File: config.mk
export PLATFORM = sky130hd
export DESIGN_NAME = timeOverlay
export DESIGN_NICKNAME = d
export VERILOG_FILES = /design/src/hdl/clockGeomPkg.sv /design/src/hdl/videoPixelPkg.sv /design/src/hdl/colorShader.sv /design/src/hdl/glyphRaster.sv /design/src/hdl/pixelIntake.sv /design/src/hdl/segmentDecoder.sv /design/src/hdl/timeOverlay.sv
export SDC_FILE = /design/constraint.sdc
export NUM_CORES = 1
export LEC_CHECK = 0
export BUFFER_PORTS_ARGS = -buffer_cell sky130_fd_sc_hd__buf_2
export CORE_MARGIN = 3
export CORE_UTILIZATION = 50
export CTS_CLUSTER_SIZE = 8
export DETAILED_ROUTE_END_ITERATION = 6
export PLACE_DENSITY = 0.72
export REMOVE_ABC_BUFFERS = 1
export SLEW_MARGIN = 20
export SYNTH_ARGS = -nofsm -noshare
export SYNTH_HDL_FRONTEND = slang
export SYNTH_SLANG_ARGS = --single-unit
File: constraint.sdc
create_clock -name clk -period 2.43 [get_ports clk]
set_input_delay 0.486 -clock clk [delete_from_list [all_inputs] [get_ports clk]]
set_output_delay 0.486 -clock clk [all_outputs]
set_load 0.01 [all_outputs]
File: src/hdl/clockGeomPkg.sv
`default_nettype none

// Geometry and time types for the clock overlay
package clockGeomPkg;

	typedef logic [10:0] coordT; // Screen x or y
	typedef logic [3:0] bcdT; // One time digit
	typedef logic [6:0] segT;

	// Bit positions inside segT
	localparam int segTop = 6;
	localparam int segUpperRight = 5;
	localparam int segLowerRight = 4;
	localparam int segBottom = 3;
	localparam int segLowerLeft = 2;
	localparam int segUpperLeft = 1;
	localparam int segMiddle = 0;

	// h1 is the leftmost digit on screen
	typedef struct packed {
		bcdT h1;
		bcdT h0;
		bcdT m1;
		bcdT m0;
		bcdT s1;
		bcdT s0;
	} clockTimeT;

endpackage

`default_nettype wire

File: src/hdl/videoPixelPkg.sv
`default_nettype none

// Pixel stream payloads and colours
package videoPixelPkg;

	// One pixel request, with the time that applies to it
	typedef struct packed {
		clockGeomPkg::coordT x;
		clockGeomPkg::coordT y;
		clockGeomPkg::clockTimeT curTime;
	} pixelReqT;

	typedef struct packed {
		logic lit; // Inside a lit segment or a colon
		logic colon; // Inside a colon dot
	} fragmentT;

	typedef logic [2:0] rgbT; // Red is the MSB

	localparam rgbT colorBackground = 3'b001; // Blue
	localparam rgbT colorSegment = 3'b110; // Yellow
	localparam rgbT colorColon = 3'b101; // Magenta

endpackage

`default_nettype wire

File: src/hdl/colorShader.sv
`default_nettype none

module colorShader (
	input wire logic clk,
	input wire logic rstN,

	input wire logic fragValid,
	input wire videoPixelPkg::fragmentT frag,
	output logic fragReady,

	output logic outValid,
	output videoPixelPkg::rgbT outColor,
	input wire logic outReady
);

	videoPixelPkg::rgbT colorNext;

	// Colon wins over a plain lit pixel
	always_comb begin
		if (frag.colon) begin
			colorNext = videoPixelPkg::colorColon;
		end else if (frag.lit) begin
			colorNext = videoPixelPkg::colorSegment;
		end else begin
			colorNext = videoPixelPkg::colorBackground;
		end
	end

	assign fragReady = !outValid || outReady;

	always_ff @(posedge clk) begin
		if (!rstN) begin
			outValid <= 1'b0;
		end else if (fragReady) begin
			outValid <= fragValid;
		end
	end

	// Held while downstream stalls
	always_ff @(posedge clk) begin
		if (fragReady && fragValid) begin
			outColor <= colorNext;
		end
	end

endmodule

`default_nettype wire

File: src/hdl/glyphRaster.sv
`default_nettype none

module glyphRaster #(
	parameter int originX = 200,
	parameter int originY = 340,
	parameter int blockSize = 5,
	parameter int digitGap = 20
) (
	input wire logic clk,
	input wire logic rstN,

	input wire logic reqValid,
	input wire videoPixelPkg::pixelReqT reqPixel,
	output logic reqReady,

	output logic fragValid,
	output videoPixelPkg::fragmentT frag,
	input wire logic fragReady
);

	localparam int digitPitch = digitGap + 5 * blockSize; // One digit cell plus its gap
	localparam int colonBase = originX + digitGap;

	clockGeomPkg::bcdT [5:0] digits;
	logic [5:0] digitLit;
	logic colonHit;
	videoPixelPkg::fragmentT fragNext;

	// Inclusive box in grid cells, rows counted from originY
	function automatic logic inCells(
		input clockGeomPkg::coordT x,
		input clockGeomPkg::coordT y,
		input int cellX,
		input int c0,
		input int c1,
		input int r0,
		input int r1
	);
		return int'(x) >= cellX + c0 * blockSize && int'(x) <= cellX + c1 * blockSize
			&& int'(y) >= originY + r0 * blockSize && int'(y) <= originY + r1 * blockSize;
	endfunction

	assign digits = reqPixel.curTime; // digits[5] is h1

	for (genvar n = 0; n < 6; n++) begin : digitGen
		localparam int cellX = originX + n * digitPitch;

		clockGeomPkg::segT segments;
		clockGeomPkg::segT inSeg;

		segmentDecoder decoder (
			.digit(digits[5 - n]),
			.segments(segments)
		);

		assign inSeg[clockGeomPkg::segTop] =
			inCells(reqPixel.x, reqPixel.y, cellX, 1, 4, 0, 1);
		assign inSeg[clockGeomPkg::segUpperRight] =
			inCells(reqPixel.x, reqPixel.y, cellX, 4, 5, 1, 4);
		assign inSeg[clockGeomPkg::segLowerRight] =
			inCells(reqPixel.x, reqPixel.y, cellX, 4, 5, 5, 8);
		assign inSeg[clockGeomPkg::segBottom] =
			inCells(reqPixel.x, reqPixel.y, cellX, 1, 4, 8, 9);
		assign inSeg[clockGeomPkg::segLowerLeft] =
			inCells(reqPixel.x, reqPixel.y, cellX, 0, 1, 5, 8);
		assign inSeg[clockGeomPkg::segUpperLeft] =
			inCells(reqPixel.x, reqPixel.y, cellX, 0, 1, 1, 4);
		assign inSeg[clockGeomPkg::segMiddle] =
			inCells(reqPixel.x, reqPixel.y, cellX, 1, 4, 4, 5);

		assign digitLit[n] = |(segments & inSeg); // Only segments the digit lights
	end

	// Two colon columns, each with an upper and a lower dot
	assign colonHit = inCells(reqPixel.x, reqPixel.y, colonBase, 12, 13, 2, 4)
		|| inCells(reqPixel.x, reqPixel.y, colonBase, 12, 13, 5, 7)
		|| inCells(reqPixel.x, reqPixel.y, colonBase, 30, 31, 2, 4)
		|| inCells(reqPixel.x, reqPixel.y, colonBase, 30, 31, 5, 7);

	assign fragNext.lit = |digitLit || colonHit;
	assign fragNext.colon = colonHit;

	assign reqReady = !fragValid || fragReady;

	always_ff @(posedge clk) begin
		if (!rstN) begin
			fragValid <= 1'b0;
		end else if (reqReady) begin
			fragValid <= reqValid;
		end
	end

	always_ff @(posedge clk) begin
		if (reqReady && reqValid) begin
			frag <= fragNext;
		end
	end

endmodule

`default_nettype wire

File: src/hdl/pixelIntake.sv
`default_nettype none

module pixelIntake (
	input wire logic clk,
	input wire logic rstN,

	input wire logic inValid,
	input wire videoPixelPkg::pixelReqT inPixel,
	output logic inReady,

	output logic reqValid,
	output videoPixelPkg::pixelReqT reqPixel,
	input wire logic reqReady
);

	// Free slot, or the held request leaves this cycle
	assign inReady = !reqValid || reqReady;

	always_ff @(posedge clk) begin
		if (!rstN) begin
			reqValid <= 1'b0;
		end else if (inReady) begin
			reqValid <= inValid;
		end
	end

	// Time is captured with the coordinates so a mid-line change only hits later pixels
	always_ff @(posedge clk) begin
		if (inReady && inValid) begin
			reqPixel <= inPixel;
		end
	end

endmodule

`default_nettype wire

File: src/hdl/segmentDecoder.sv
`default_nettype none

module segmentDecoder (
	input wire clockGeomPkg::bcdT digit,
	output clockGeomPkg::segT segments
);

	// Order is top, upper right, lower right, bottom, lower left, upper left, middle
	always_comb begin
		case (digit)
			4'd0: segments = 7'b1111110;
			4'd1: segments = 7'b0110000;
			4'd2: segments = 7'b1101101;
			4'd3: segments = 7'b1111001;
			4'd4: segments = 7'b0110011;
			4'd5: segments = 7'b1011011;
			4'd6: segments = 7'b1011111;
			4'd7: segments = 7'b1110000;
			4'd8: segments = 7'b1111111;
			4'd9: segments = 7'b1111011;
			default: segments = 7'b0000000; // Codes 10 to 15 stay dark
		endcase
	end

endmodule

`default_nettype wire

File: src/hdl/timeOverlay.sv
`default_nettype none

module timeOverlay #(
	parameter int originX = 200,
	parameter int originY = 340,
	parameter int blockSize = 5,
	parameter int digitGap = 20
) (
	input wire logic clk,
	input wire logic rstN,

	input wire logic inValid,
	input wire videoPixelPkg::pixelReqT inPixel,
	output logic inReady,

	output logic outValid,
	output videoPixelPkg::rgbT outColor,
	input wire logic outReady
);

	logic reqValid;
	videoPixelPkg::pixelReqT reqPixel;
	logic reqReady;

	logic fragValid;
	videoPixelPkg::fragmentT frag;
	logic fragReady;

	pixelIntake intake (
		.clk(clk),
		.rstN(rstN),
		.inValid(inValid),
		.inPixel(inPixel),
		.inReady(inReady),
		.reqValid(reqValid),
		.reqPixel(reqPixel),
		.reqReady(reqReady)
	);

	// Only the raster stage needs the glyph geometry
	glyphRaster #(
		.originX(originX),
		.originY(originY),
		.blockSize(blockSize),
		.digitGap(digitGap)
	) raster (
		.clk(clk),
		.rstN(rstN),
		.reqValid(reqValid),
		.reqPixel(reqPixel),
		.reqReady(reqReady),
		.fragValid(fragValid),
		.frag(frag),
		.fragReady(fragReady)
	);

	colorShader shader (
		.clk(clk),
		.rstN(rstN),
		.fragValid(fragValid),
		.frag(frag),
		.fragReady(fragReady),
		.outValid(outValid),
		.outColor(outColor),
		.outReady(outReady)
	);

endmodule

`default_nettype wire

Yosys cells after proc, flatten, opt, wreduce, memory -nomap -nowiden:

Memory sizes are Yosys's and may differ from the RTL's. A register that Yosys moved wholly into a read port is not among the register bits.
Index checks and enable logic that the tools add are counted.

* register bits: 54
* bits in latches: 0
* bits in writable memories: 0
* bits in read-only memories: 672
* input bits: 50
* output and inout bits: 5
* logic and storage cells: 211
* memories: 6

* add/subtract/negate cells: 0
* multipliers: 0
* divide/modulo/power cells: 0
* magnitude comparators: 52
* equality and inequality tests: 0
* shifts and indexed selects: 0
* mux-type cells: 7
* bitwise operators: 6
* reductions and logical operators: 126

Memory list
* (name not given): depth 16, width 7, rd ports 1, clocked after memory_dff 1, wr ports 0, line segmentDecoder.sv:10 `case (digit)`
* (name not given): depth 16, width 7, rd ports 1, clocked after memory_dff 1, wr ports 0, line segmentDecoder.sv:10
* (name not given): depth 16, width 7, rd ports 1, clocked after memory_dff 1, wr ports 0, line segmentDecoder.sv:10
* (name not given): depth 16, width 7, rd ports 1, clocked after memory_dff 1, wr ports 0, line segmentDecoder.sv:10
* (name not given): depth 16, width 7, rd ports 1, clocked after memory_dff 1, wr ports 0, line segmentDecoder.sv:10
* (name not given): depth 16, width 7, rd ports 1, clocked after memory_dff 1, wr ports 0, line segmentDecoder.sv:10

Operator list (number)
* 11-bit by 9-bit less-or-equal comparator with 1-bit output (second input constant): 22
* 11-bit by 9-bit greater-or-equal comparator with 1-bit output (second input constant): 21
* 1-bit logical AND: 115
* 11-bit by 8-bit greater-or-equal comparator with 1-bit output (second input constant): 5
* 11-bit by 8-bit less-or-equal comparator with 1-bit output (second input constant): 4
* 7-bit bitwise AND: 6
* 42-bit OR reduction: 1
* 4-bit 2-to-1 mux: 6
* 1-bit logical OR: 7
* 1-bit zero test: 3
* 3-bit 2-to-1 mux: 1

Logic depth before layout (Yosys ltp):

Gate-level depths: netlist of the first run.

* depth in word-level cells: 8
* depth in mapped cells: 11
* gate-level depth less buffers: 9

Modules after synthesis:

Synthesis of the first run repeated with hierarchy kept, for this count alone.

* cell total of the unflattened synthesis: 444
* area total of the unflattened synthesis: 4404.2 um2

By module, submodules not included
* glyphRaster: instances 1, cells an instance 216, area an instance 1505.2 um2, sequential area each 80.1 um2
* pixelIntake: instances 1, cells an instance 51, area an instance 1438.9 um2, sequential area each 1401.3 um2
* segmentDecoder at raster.digitGen[0].decoder ...: instances 5, cells an instance 28, area an instance 219.0 um2, sequential area each 0.0 um2
* segmentDecoder at raster.digitGen[1].decoder: instances 1, cells an instance 26, area an instance 201.4 um2, sequential area each 0.0 um2
* colorShader: instances 1, cells an instance 11, area an instance 163.9 um2, sequential area each 110.1 um2

Worst setup path after synthesis of the first run:

OpenSTA, ideal clock, no wires.

* kind: input port to flip-flop
* start: in outReady
* end: reg, netlist name raster.digitGen[1].decoder.segments[3]
* setup time: 0.141 ns
* arrival time: 2.468 ns
* required time: 2.289 ns
* path slack: -0.178 ns
* stages on the path: 10
* path buffers: 2
* cells stage by stage: nor2b_2 > nand3_1 > nand2_4 > buf_4 > buf_4 > mux2i_1 > ha_1 > nor2b_1 > o21ai_0 > o21ai_0

* word-level cells in the longest chain between the ends: 5

RTL lines
* start: declaration: line timeOverlay.sv:18 `input wire logic outReady`
* 1-bit logical OR: line colorShader.sv:29 `assign fragReady = !outValid || outReady;`
* 1-bit logical OR: line glyphRaster.sv:83 `assign reqReady = !fragValid || fragReady;`
* 1-bit logical OR: line pixelIntake.sv:17 `assign inReady = !reqValid || reqReady;`
* net inReady: line timeOverlay.sv:14 `output logic inReady,`
* 1-bit logical AND: line pixelIntake.sv:29 `if (inReady && inValid) begin`
* 4-bit 2-to-1 mux (no line)

The timed path passes the listed nets, and every way through them passes these cells.
A chain may end at the register's enable or synchronous reset.

==> Implementation_results.wiki, run 1 <==
{| class="wikitable"
! Metric !! Value
|-
| Result of the run || finished, final reports clean
|-
| Worst Path Max Fanout || 4
|-
| Number of unique standard cell types used by synthesis || 65
|-
| Synth async-reset ratio || 0
|-
| Total Wirelength || 12,600 um
|-
| VDD IR-drop max || 0.605 mV
|-
| Sequential share of the synthesized area || 0.467
|-
| Number of enable flip-flop cells after synthesis || 51
|-
| Actual transition at the worst max-transition pin || 0.630 ns
|-
| CTS H-tree depth || 3
|-
| Ys Warns || 0
|-
| Initial core utilization || 0.524
|-
| Origin of the worst min-delay path || inPixel[44]
|-
| Pin count of the biggest net entering global routing || 47
|-
| Total of max-cap violations || 0
|-
| Iteration-0 DRC count of the detailed router || 308
|-
| Average cell area after synthesis || 10.4 um2
|-
| Number of buffers created by CTS || 9
|-
| Setup TNS after final layout || 0 ns
|-
| Root buffer selected by CTS || clkbuf_8
|-
| Antenna violations before repair || 0
|-
| Final hold violations || 0
|-
| Total standard cell area after synthesis || 5210 um2
|-
| Number of search-and-repair iterations in the first detailed-routing pass || 5
|-
| Share of power burned in the clock network || 0.272
|-
| Clock transition at path regs || 0.09 ns
|-
| Area delta synth->final || 21.3%
|-
| Final std cells w/o fill || 750
|-
| Post-DP HPWL || 9250 um
|-
| Worst Setup Path Type || flop to flop
|-
| Instance count after placement with tap cells included || 714
|-
| Final Max Tran Viols || 0
|-
| Worst Setup SP || intake.reqPixel[35]
|-
| Total number of vias || 4,319
|-
| # DRC || 0
|-
| Final min period || 2.32 ns
|-
| Count of input and output buffers || 54
|-
| GPL Wtd Cong || 0.868
|-
| Final worst path period share || 0.956
|-
| Dominant synthesized flop cell || edfxtp_1
|-
| Final setup violation count || 0
|-
| Overall track demand over capacity in global routing || 0.218
|-
| Category of the worst setup path capture point || flop
|-
| First-pass GRT wire length || 19,600 um
|-
| Required time of the critical path || 2.54 ns
|-
| Core area || 9950 um2
|-
| Internal power contribution || 2670 uW
|-
| Net switching power || 1060 uW
|-
| Post-synthesis cell count || 500
|-
| Die height || 108 um
|-
| Static leakage || 0.00267 uW
|-
| Fraction of final layout cells with drive strength greater than 1 || 0.274
|-
| Net count reported at finish || 698
|-
| Total congestion overflow || 0
|-
| Die ar. || 11,700 um2
|-
| Power per Cell Area || 589 nW/um2
|-
| Worst-skew pair later-pin latency || 0.38 ns
|-
| Pre-CTS setup slack || 0.0428 ns
|-
| Comb pwr share || 0.195
|-
| Maximum count of clock buffers along a single path || 2
|-
| Width of the die || 108 um
|-
| Data arrival time of the worst path || 2.44 ns
|-
| Fraction of power spent switching nets || 0.284
|-
| Vias in the first global route || 3,972
|-
| CTS tree || done
|-
| Type of the most critical hold path || input port to flop
|-
| Setup slack, reg-to-reg || 0.11 ns
|-
| Detailed-route wire length per cell || 16.8 um
|-
| Count of boundary I/O pins || 55
|-
| Antenna-violating nets left || 0
|-
| Clock tree skew after final layout || 0.0127 ns
|-
| Startpoint of the most critical register-to-register path || intake.reqPixel[35]
|-
| Number of diodes || 0
|-
| Peak Freq || 0.430 GHz
|-
| Startpoint types || flop
|-
| CTS sink cnt || 96
|-
| Sequential power share || 0.533
|-
| Worst path setup slack after routing || 0.106 ns
|-
| Headroom to the max-slew limit || 0.575
|-
| Std-Cell Rows || 36
|-
| Count of state elements after synthesis || 96
|-
| Vias per inst || 5.76
|}
==> sequential cells by signal, indices dropped and copies added, names as in the netlist <==
signal and cells:
shader.outColor 3, shader.outValid 1, raster.frag 2, raster.digitGen.decoder.segments 42, intake.reqValid 1, raster.fragValid 1
intake.reqPixel 46
==> cells in the final DEF (no fill, tap or decap), drive strengths merged, types with 10 or more instances in the layout <==
master,instances
a21o,13
a21oi,21
a31oi,10
buf,116
clkbuf,13
dfxtp,45
edfxtp,51
ha,36
inv,23
mux2i,26
nand2,45
nand3,23
nor2,28
nor2b,15
nor3,12
o21ai,30
==> power by group through the flow <==
stage / combinational (uW) / sequential, uW / clock (uW)
floorplan: 388 / 2010 / 0
global placement: 634 / 2050 / 0
detailed placement: 647 / 2050 / 0
CTS: 652 / 2010 / 1050
global route: 804 / 2010 / 1120
finish: 727 / 1990 / 1010
==> kinds of logic (layout without fill, tap and decap cells) <==
kind of cell | Yosys count | count (layout) | synth area share
DFF | 96 | 96 | 0.467
buffers and inverters | 36 | 153 | 0.0324
adders and majority gates | 36 | 36 | 0.0864
and+or+nand+nor | 166 | 166 | 0.175
AOI/OAI and AO/OA | 126 | 126 | 0.161
xor gates and xnor gates | 5 | 5 | 0.00840
muxes | 35 | 35 | 0.0708
==> cells in the mapped netlist, types with 3 or more instances <==
library cell / number / area share
nor3_1: 12 / 0.012
nand3_1: 23 / 0.022
a22oi_1: 6 / 0.0086
clkbuf_1: 4 / 0.0029
ha_1: 36 / 0.086
or3_1: 4 / 0.0048
mux2i_1: 24 / 0.046
nor4b_1: 6 / 0.010
nand2_1: 44 / 0.032
buf_2: 9 / 0.0086
o21ai_0: 30 / 0.029
a21o_1: 13 / 0.019
xnor2_1: 4 / 0.0067
and3_1: 3 / 0.0036
a22o_1: 7 / 0.012
o22ai_1: 9 / 0.011
o21a_1: 3 / 0.0043
nand4_1: 8 / 0.0096
inv_1: 19 / 0.014
nor2b_1: 14 / 0.017
a211oi_1: 4 / 0.0058
a31oi_1: 10 / 0.012
edfxtp_1: 51 / 0.29
a21oi_1: 21 / 0.020
dfxtp_1: 45 / 0.17
nor2_1: 27 / 0.019
a211o_1: 3 / 0.0050
nand2b_1: 4 / 0.0048
mux2_2: 9 / 0.019
==> stage by stage <==
step	hold slack (ns)	power, uW	utilization	area [um2]
floorplan	0.475	2400	-	5120
global placement	0.481	2680	0.595	5920
detailed placement	0.529	2690	0.595	5920
CTS	0.251	3710	0.614	6120
global route	0.240	3930	0.635	6320
finish	0.270	3730	0.635	6320
==> repair_timing <==
action / in CTS / in global routing
hold buffers: 0 / 0
hold endpoints to repair: 0 / 0
setup endpoints to repair: 0 / 1
resized for setup: 0 / 10
buffers inserted: 0 / 20
==> per-layer routing <==
| metal | vias to the layer above | GRT usage | part of all wire |
|---|---|---|---|
| li1 | 2101 | - | - |
| met2 | 167 | 0.349 | 0.47 |
| met4 | 0 | 0.0685 | 0.017 |
| met3 | 13 | 0.0639 | 0.069 |
| met1 | 2038 | 0.287 | 0.44 |
| met5 | - | 0 | 0 |
==> cell type report <==
class,count,area (um2)
Clock buffer,11,151
Clock inverter,5,43.8
Fill cell,808,3630
Inverter,19,71.3
Multi-Input combinational cell,368,2670
Sequential cell,96,2430
Tap cell,133,166
Timing Repair Buffer,118,787
==> worst max-delay path, cell delays in order (launching register included) <==
cell and delay (ns):
edfxtp_1 0.46, buf_6 0.17, or2_1 0.22, a31oi_1 0.14, nor2_1 0.09, a222oi_1 0.35
nand2_1 0.16, a2111oi_4 0.33, nand4_1 0.14
==> worst paths after layout <==
kind	to	cells after the start
max	raster.frag[1]	8
min	intake.reqPixel[44]	1
max reg2reg	raster.frag[1]	8
min reg2reg	shader.outValid	1
Power figures use the tool's default switching activity.
==> run 2, diff against run 1 <==
- CORE_UTILIZATION: 50 -> 45
- PLACE_DENSITY: 0.72 -> 0.66
- RECOVER_POWER: not set -> 25
==> run 2 against run 1 <==
Against the previous run: register-to-register slack better by 0.02 ns; via count down 0.56%; highest routed layer unchanged; critical endpoint unchanged; power up 14%; combinational power up 1%; critical path depth down 2; fmax up 0.83%; utilization down 4.7 points; first-iteration DRC count down 12%.
==> Implementation_results.wiki, run 2 (synthesis results as in run 1) <==
{| class="wikitable"
! Metric !! Value
|-
| Number of diodes || 0 (unchanged)
|-
| Total of max-cap violations || 0 (unchanged)
|-
| Static leakage || 0.00276 uW (+3.2%)
|-
| CTS tree || done
|-
| Total Wirelength || 13,000 um (+2.8%)
|-
| Final hold violations || 0 (unchanged)
|-
| Final min period || 2.30 ns (-0.0192 ns)
|-
| GPL Wtd Cong || 0.896 (+3.2%)
|-
| Actual transition at the worst max-transition pin || 0.664 ns (+0.0346 ns)
|-
| Headroom to the max-slew limit || 0.551 (-0.0233)
|-
| Startpoint of the most critical register-to-register path || intake.reqPixel[44]
|-
| Pre-CTS setup slack || -0.0597 ns (-0.103 ns)
|-
| Antenna violations before repair || 0 (unchanged)
|-
| CTS H-tree depth || 3 (unchanged)
|-
| Sequential power share || 0.470 (-0.063)
|-
| Origin of the worst min-delay path || inPixel[34]
|-
| CTS sink cnt || 96 (unchanged)
|-
| Post-CTS Hold Buffers || 0 (unchanged)
|-
| Peak Freq || 0.434 GHz (+0.83%)
|-
| Detailed-route wire length per cell || 16.9 um (+0.50%)
|-
| FILL cells || 944 (+17%)
|-
| Fraction of power spent switching nets || 0.259 (-0.0251)
|-
| Power per Cell Area || 650 nW/um2 (+10%)
|-
| Antenna-violating nets left || 0 (unchanged)
|-
| Type of the most critical hold path || input port to flop
|-
| Fraction of final layout cells with drive strength greater than 1 || 0.271 (-0.00277)
|-
| Internal power contribution || 3140 uW (+18%)
|-
| RSZ-0062 raised after global routing || false
|-
| Share of power burned in the clock network || 0.356 (+0.084)
|-
| Net switching power || 1100 uW (+3.7%)
|-
| Total congestion overflow || 0 (unchanged)
|-
| Highest-count cells in the layout ignoring fill and taps || 69 x buf_4, 51 x edfxtp_1, 49 x buf_2
|-
| Width of the die || 114 um (+5.1%)
|-
| Total number of vias || 4,295 (-0.56%)
|-
| Setup TNS after final layout || 0 ns (unchanged)
|-
| Clock tree skew after final layout || 0.00850 ns (-0.00422 ns)
|-
| Iteration-0 DRC count of the detailed router || 272 (-12%)
|-
| Final worst path period share || 0.948 (-0.00790)
|-
| Final Max Tran Viols || 0 (unchanged)
|-
| Pin count of the biggest net entering global routing || 30 (-36%)
|-
| Count of boundary I/O pins || 55 (unchanged)
|-
| Category of the worst setup path capture point || flop
|-
| Comb pwr share || 0.174 (-0.021)
|-
| Core area || 11,100 um2 (+11%)
|-
| Overall track demand over capacity in global routing || 0.202 (-0.0160)
|-
| Depth of the worst hold-timing path || 1 (unchanged)
|-
| Count of input and output buffers || 54 (unchanged)
|-
| Net count reported at finish || 708 (+1.4%)
|-
| Register with the most flip-flops || intake.reqPixel
|-
| Final std cells w/o fill || 767 (+2.3%)
|-
| Area delta synth->final || 25.1%
|-
| Data arrival time of the worst path || 2.39 ns (-0.05 ns)
|-
| Startpoint types || flop
|-
| Number of buffers created by CTS || 9 (unchanged)
|-
| Vias in the first global route || 4,029 (+1.4%)
|-
| Final setup violation count || 0 (unchanged)
|-
| Initial core utilization || 0.471 (-0.0531)
|-
| Most common library cell in the layout ignoring fill and taps || buf_4
|-
| Root buffer selected by CTS || clkbuf_16
|-
| Min-Delay Endpoint || intake.reqPixel[34]
|-
| First-pass GRT wire length || 20,500 um (+4.6%)
|-
| Vias per inst || 5.60 (-2.8%)
|-
| Instance count after placement with tap cells included || 734 (+2.8%)
|-
| Post-DP HPWL || 9770 um (+5.7%)
|-
| Worst path setup slack after routing || 0.125 ns (+0.0192 ns)
|-
| Maximum count of clock buffers along a single path || 2 (unchanged)
|-
| Die ar. || 12,900 um2 (+10%)
|-
| Result of the run || finished, final reports clean
|-
| Number of cells on the worst reg-to-reg path || 6 (-2)
|-
| Clock transition at path regs || 0.07 ns (-0.02 ns)
|-
| Die height || 114 um (+5.1%)
|-
| Worst Path Max Fanout || 6 (+2)
|-
| Worst Setup Path Type || flop to flop
|-
| Setup slack, reg-to-reg || 0.13 ns (+0.02 ns)
|-
| Worst-skew pair later-pin latency || 0.35 ns (-0.03 ns)
|-
| Number of search-and-repair iterations in the first detailed-routing pass || 5 (unchanged)
|-
| # DRC || 0 (unchanged)
|-
| Required time of the critical path || 2.51 ns (-0.03 ns)
|-
| Max FFs per register || 46 (unchanged)
|-
| VDD IR-drop max || 0.502 mV (-17%)
|-
| Crit Reg-Reg Endpoint || raster.frag[1]
|-
| Std-Cell Rows || 38 (+5.6%)
|}
run 2: final cells by class:
cell class                      instances  area, um2  area share
Clock inverter                          6       93.8      0.0144
Tap cell                              140        175      0.0269
Timing Repair Buffer                  128        858       0.132
Inverter                               19       71.3      0.0109
Sequential cell                        96       2430       0.373
Multi-Input combinational cell        368       2660       0.408
Clock buffer                           10        229      0.0351
run 2: worst max-delay path by stage:
stage	startpoint	to	depth (start not counted)	slack, ns
6_report	intake.reqPixel[44]	raster.frag[1]	6	0.13
5_1_grt	intake.reqPixel[43]	raster.frag[1]	8	0.003
4_1_cts	intake.reqPixel[42]	raster.frag[1]	6	0.05
3_5_place_dp	outReady	raster.digitGen[4].decoder.segments[2]	9	-0.06
3_3_place_gp	intake.reqPixel[42]	raster.frag[1]	8	-0.006
2_1_floorplan	outReady	raster.digitGen[1].decoder.segments[3]	8	-0.04
run 2: timing repair:
action | 4_1_cts | 5_1_grt
gates resized for setup | 1 | 8
setup endpoints to repair | 1 | 1
pin swaps | 0 | 2
buffers inserted | 3 | 14
run 2: worst max-delay path: stages, from the launching register on:
cell and delay, ns:
edfxtp_1 0.51, or4b_2 0.73, nor2_1 0.12, a211o_1 0.17, a21oi_1 0.09, a311oi_2 0.29, nand4_1 0.13
run 2: power by group through the flow:
stage / sequential, uW / clock, uW / combinational [uW]
floorplan: 2010 / 0 / 388
global placement: 2050 / 0 / 662
detailed placement: 2050 / 0 / 673
CTS: 2010 / 1560 / 688
global route: 2010 / 1620 / 815
finish: 1990 / 1510 / 736
run 2: metrics by stage:
| stage | power (uW) | area, um2 | utilization | hold WS (ns) |
|---|---|---|---|---|
| 2_1_floorplan | 2400 | 5120 | - | 0.475 |
| 3_3_place_gp | 2710 | 6030 | 0.544 | 0.488 |
| 3_5_place_dp | 2720 | 6030 | 0.544 | 0.511 |
| 4_1_cts | 4250 | 6380 | 0.576 | 0.286 |
| 5_1_grt | 4440 | 6520 | 0.589 | 0.286 |
| 6_report | 4240 | 6520 | 0.589 | 0.301 |
run 2: metal layers:
layer  routed length [um]  up-vias  share of wire  global-route usage
met5                    0        -              0                   0
met4                  318        0          0.025              0.0761
met3                  692       22          0.053              0.0435
met2                 6010      129           0.46               0.316
met1                 5930     2037           0.46               0.277
li1                     -     2107              -                   -
==> run 3, diff against run 2 <==
- GPL_TIMING_DRIVEN: not set -> 0
==> run 3 against run 2 <==
Against the previous run: register-to-register slack got worse by 0.12 ns; sequential power barely moved; critical path depth rose by 2; clock-buffer cell count rose by 1; hold slack improved by 0.0082 ns; critical path type unchanged.
==> Implementation_results.wiki, run 3 (synthesis results as in run 1) <==
{| class="wikitable"
! Metric !! Value
|-
| Data arrival time of the worst path || 2.48 ns (+0.09 ns)
|-
| Routed length on met1 || 5900 um (-0.42%)
|-
| Area delta synth->final || 21.5%
|-
| Post-CTS Hold Buffers || 0 (unchanged)
|-
| Worst Setup Path Type || flop to flop
|-
| Count of boundary I/O pins || 55 (unchanged)
|-
| Total number of vias || 4,201 (-2.2%)
|-
| Headroom to the max-slew limit || 0.557 (+0.00585)
|-
| Max FFs per register || 46 (unchanged)
|-
| Setup slack, reg-to-reg || 0.006 ns (-0.12 ns)
|-
| Overall track demand over capacity in global routing || 0.193 (-0.00907)
|-
| Type of the most critical hold path || input port to flop
|-
| Tot Pwr || 4110 uW (-3.0%)
|-
| Detailed-route wire length per cell || 17.7 um (+5.0%)
|-
| Highest metal used || met4
|-
| Highest-count cells in the layout ignoring fill and taps || 51 x edfxtp_1, 45 x dfxtp_1, 44 x nand2_1, 44 x buf_2, 36 x ha_1
|-
| Count of input and output buffers || 54 (unchanged)
|-
| VDD IR-drop max || 0.395 mV (-21%)
|-
| CTS tree || done
|-
| Met2 routed wirelength || 5940 um (-1.1%)
|-
| CTS sink cnt || 96 (unchanged)
|-
| Register with the most flip-flops || intake.reqPixel
|-
| Share of the core filled with cells in the final layout || 0.572 (-0.0167)
|-
| Die ar. || 12,900 um2 (unchanged)
|-
| Final min period || 2.42 ns (+0.119 ns)
|-
| Total congestion overflow || 0 (unchanged)
|-
| Pin count of the biggest net entering global routing || 29 (-3.3%)
|-
| Post-DP HPWL || 8890 um (-9.0%)
|-
| Maximum count of clock buffers along a single path || 2 (unchanged)
|-
| Category of the worst setup path capture point || flop
|-
| Final setup violation count || 0 (unchanged)
|-
| Die height || 114 um (unchanged)
|-
| Summed area of non-filler cells in the final layout || 6340 um2 (-2.8%)
|-
| Root buffer selected by CTS || clkbuf_16
|-
| Iteration-0 DRC count of the detailed router || 247 (-9.2%)
|-
| Fraction of final layout cells with drive strength greater than 1 || 0.238 (-0.0330)
|-
| Most common library cell in the layout ignoring fill and taps || edfxtp_1
|-
| Peak Freq || 0.413 GHz (-4.9%)
|-
| Worst-skew pair later-pin latency || 0.35 ns (about the same)
|-
| Result of the run || finished, final reports clean
|-
| First-pass GRT wire length || 19,700 um (-3.8%)
|-
| Power per Cell Area || 649 nW/um2 (-0.17%)
|-
| GPL Wtd Cong || 0.940 (+4.9%)
|-
| Final hold slack || 0.309 ns (+0.00817 ns)
|-
| Final hold violations || 0 (unchanged)
|-
| Std-Cell Rows || 38 (unchanged)
|-
| Initial core utilization || 0.471 (unchanged)
|-
| Cell type of the slowest stage on the worst timing path || edfxtp_1
|-
| Total length of routed met3 wires || 750 um (+8.4%)
|-
| Vias per inst || 5.74 (+2.5%)
|-
| Antenna-violating nets left || 0 (unchanged)
|-
| Worst stage delay on the critical path || 0.44 ns (-0.29 ns)
|-
| Dominant cell type by count on the critical path || a22o_1
|-
| CTS H-tree depth || 3 (unchanged)
|-
| # DRC || 0 (unchanged)
|-
| Number of buffers created by CTS || 9 (unchanged)
|-
| Number of cells on the worst reg-to-reg path || 8 (+2)
|-
| Clock transition at path regs || 0.07 ns (about the same)
|-
| Worst Path Max Fanout || 7 (+1)
|-
| Startpoint types || flop
|-
| Depth of the worst hold-timing path || 1 (unchanged)
|-
| Vias in the first global route || 3,929 (-2.5%)
|-
| RSZ-0062 raised after global routing || true
|-
| Antenna violations before repair || 0 (unchanged)
|-
| Actual transition at the worst max-transition pin || 0.646 ns (-0.0188 ns)
|-
| Crit. path cell count || 8 (+2)
|-
| Worst path top cell family by delay || compound AO/OA/AOI/OAI gates
|-
| Number of diodes || 0 (unchanged)
|-
| Clock tree skew after final layout || 0.00644 ns (-0.00205 ns)
|-
| Cell-by-cell listing of the critical path || buf_4, nor4_4, xnor2_1, and3_4, a22o_1, a22o_1, a2111oi_2, nand4_1
|-
| Final Max Tran Viols || 0 (unchanged)
|-
| Critical path buffer and inverter count || 1 (+1)
|-
| Total of max-cap violations || 0 (unchanged)
|-
| Core area || 11,100 um2 (unchanged)
|-
| Number of search-and-repair iterations in the first detailed-routing pass || 5 (unchanged)
|-
| Width of the die || 114 um (unchanged)
|-
| Total Wirelength || 13,000 um (+0.16%)
|-
| Placement Cell Area || 5590 um2 (-7.3%)
|-
| Static leakage || 0.00255 uW (-7.5%)
|-
| Required time of the critical path || 2.48 ns (-0.03 ns)
|-
| Net count reported at finish || 673 (-4.9%)
|-
| Final worst path period share || 0.997 (+0.0490)
|}
==> run 3: cell count changes in the layout (fill, tap and decap cells not counted), sizes merged <==
cell and change:
buf -41, clkbuf +5, inv +2, nand2 +2, bufinv -1, clkinv -1
clkinvlp -1
==> run 3: final timing paths <==
| check | startpoint | endpoint |
|---|---|---|
| setup / recovery | intake.reqPixel[38] | raster.frag[1] |
| hold / removal | inPixel[34] | intake.reqPixel[34] |
| setup reg to reg | intake.reqPixel[38] | raster.frag[1] |
| hold reg to reg | raster.frag[0] | shader.outColor[2] |
==> run 3: cell type report <==
type                            count  area, um2
Timing Repair Buffer               91        568
Clock buffer                       11        243
Sequential cell                    96       2430
Multi-Input combinational cell    370       2790
Clock inverter                      5       52.6
Fill cell                         961       4740
Inverter                           19       71.3
Tap cell                          140        175
==> run 3: per-stage QoR <==
step | TNS (ns) | worst slack [ns] | std cells
after floorplan | -0.0415 | -0.0415 | 483
after global placement | -28.99 | -0.476 | 677
after detailed placement | -13.30 | -0.508 | 678
after CTS | -0.0672 | -0.0672 | 706
after global routing | -0.0959 | -0.0959 | 732
final | 0 | 0.00616 | 732
==> run 3: what timing repair did <==
action	4_1_cts	5_1_grt
buffers inserted	12	24
resized for setup	14	15
pin swaps	1	1
gates cloned	0	2
setup endpoints to repair	33	33
==> run 3: layer usage <==
layer,vias up,GRT usage
li1,2050,-
met2,141,0.312
met4,0,0.0697
met5,-,0
met1,1982,0.255
met3,28,0.0440
==> run 3: power breakdown <==
part | switching, uW | internal (uW)
Combinational | 401 | 305
Clock | 591 | 823
Sequential | 99.2 | 1890
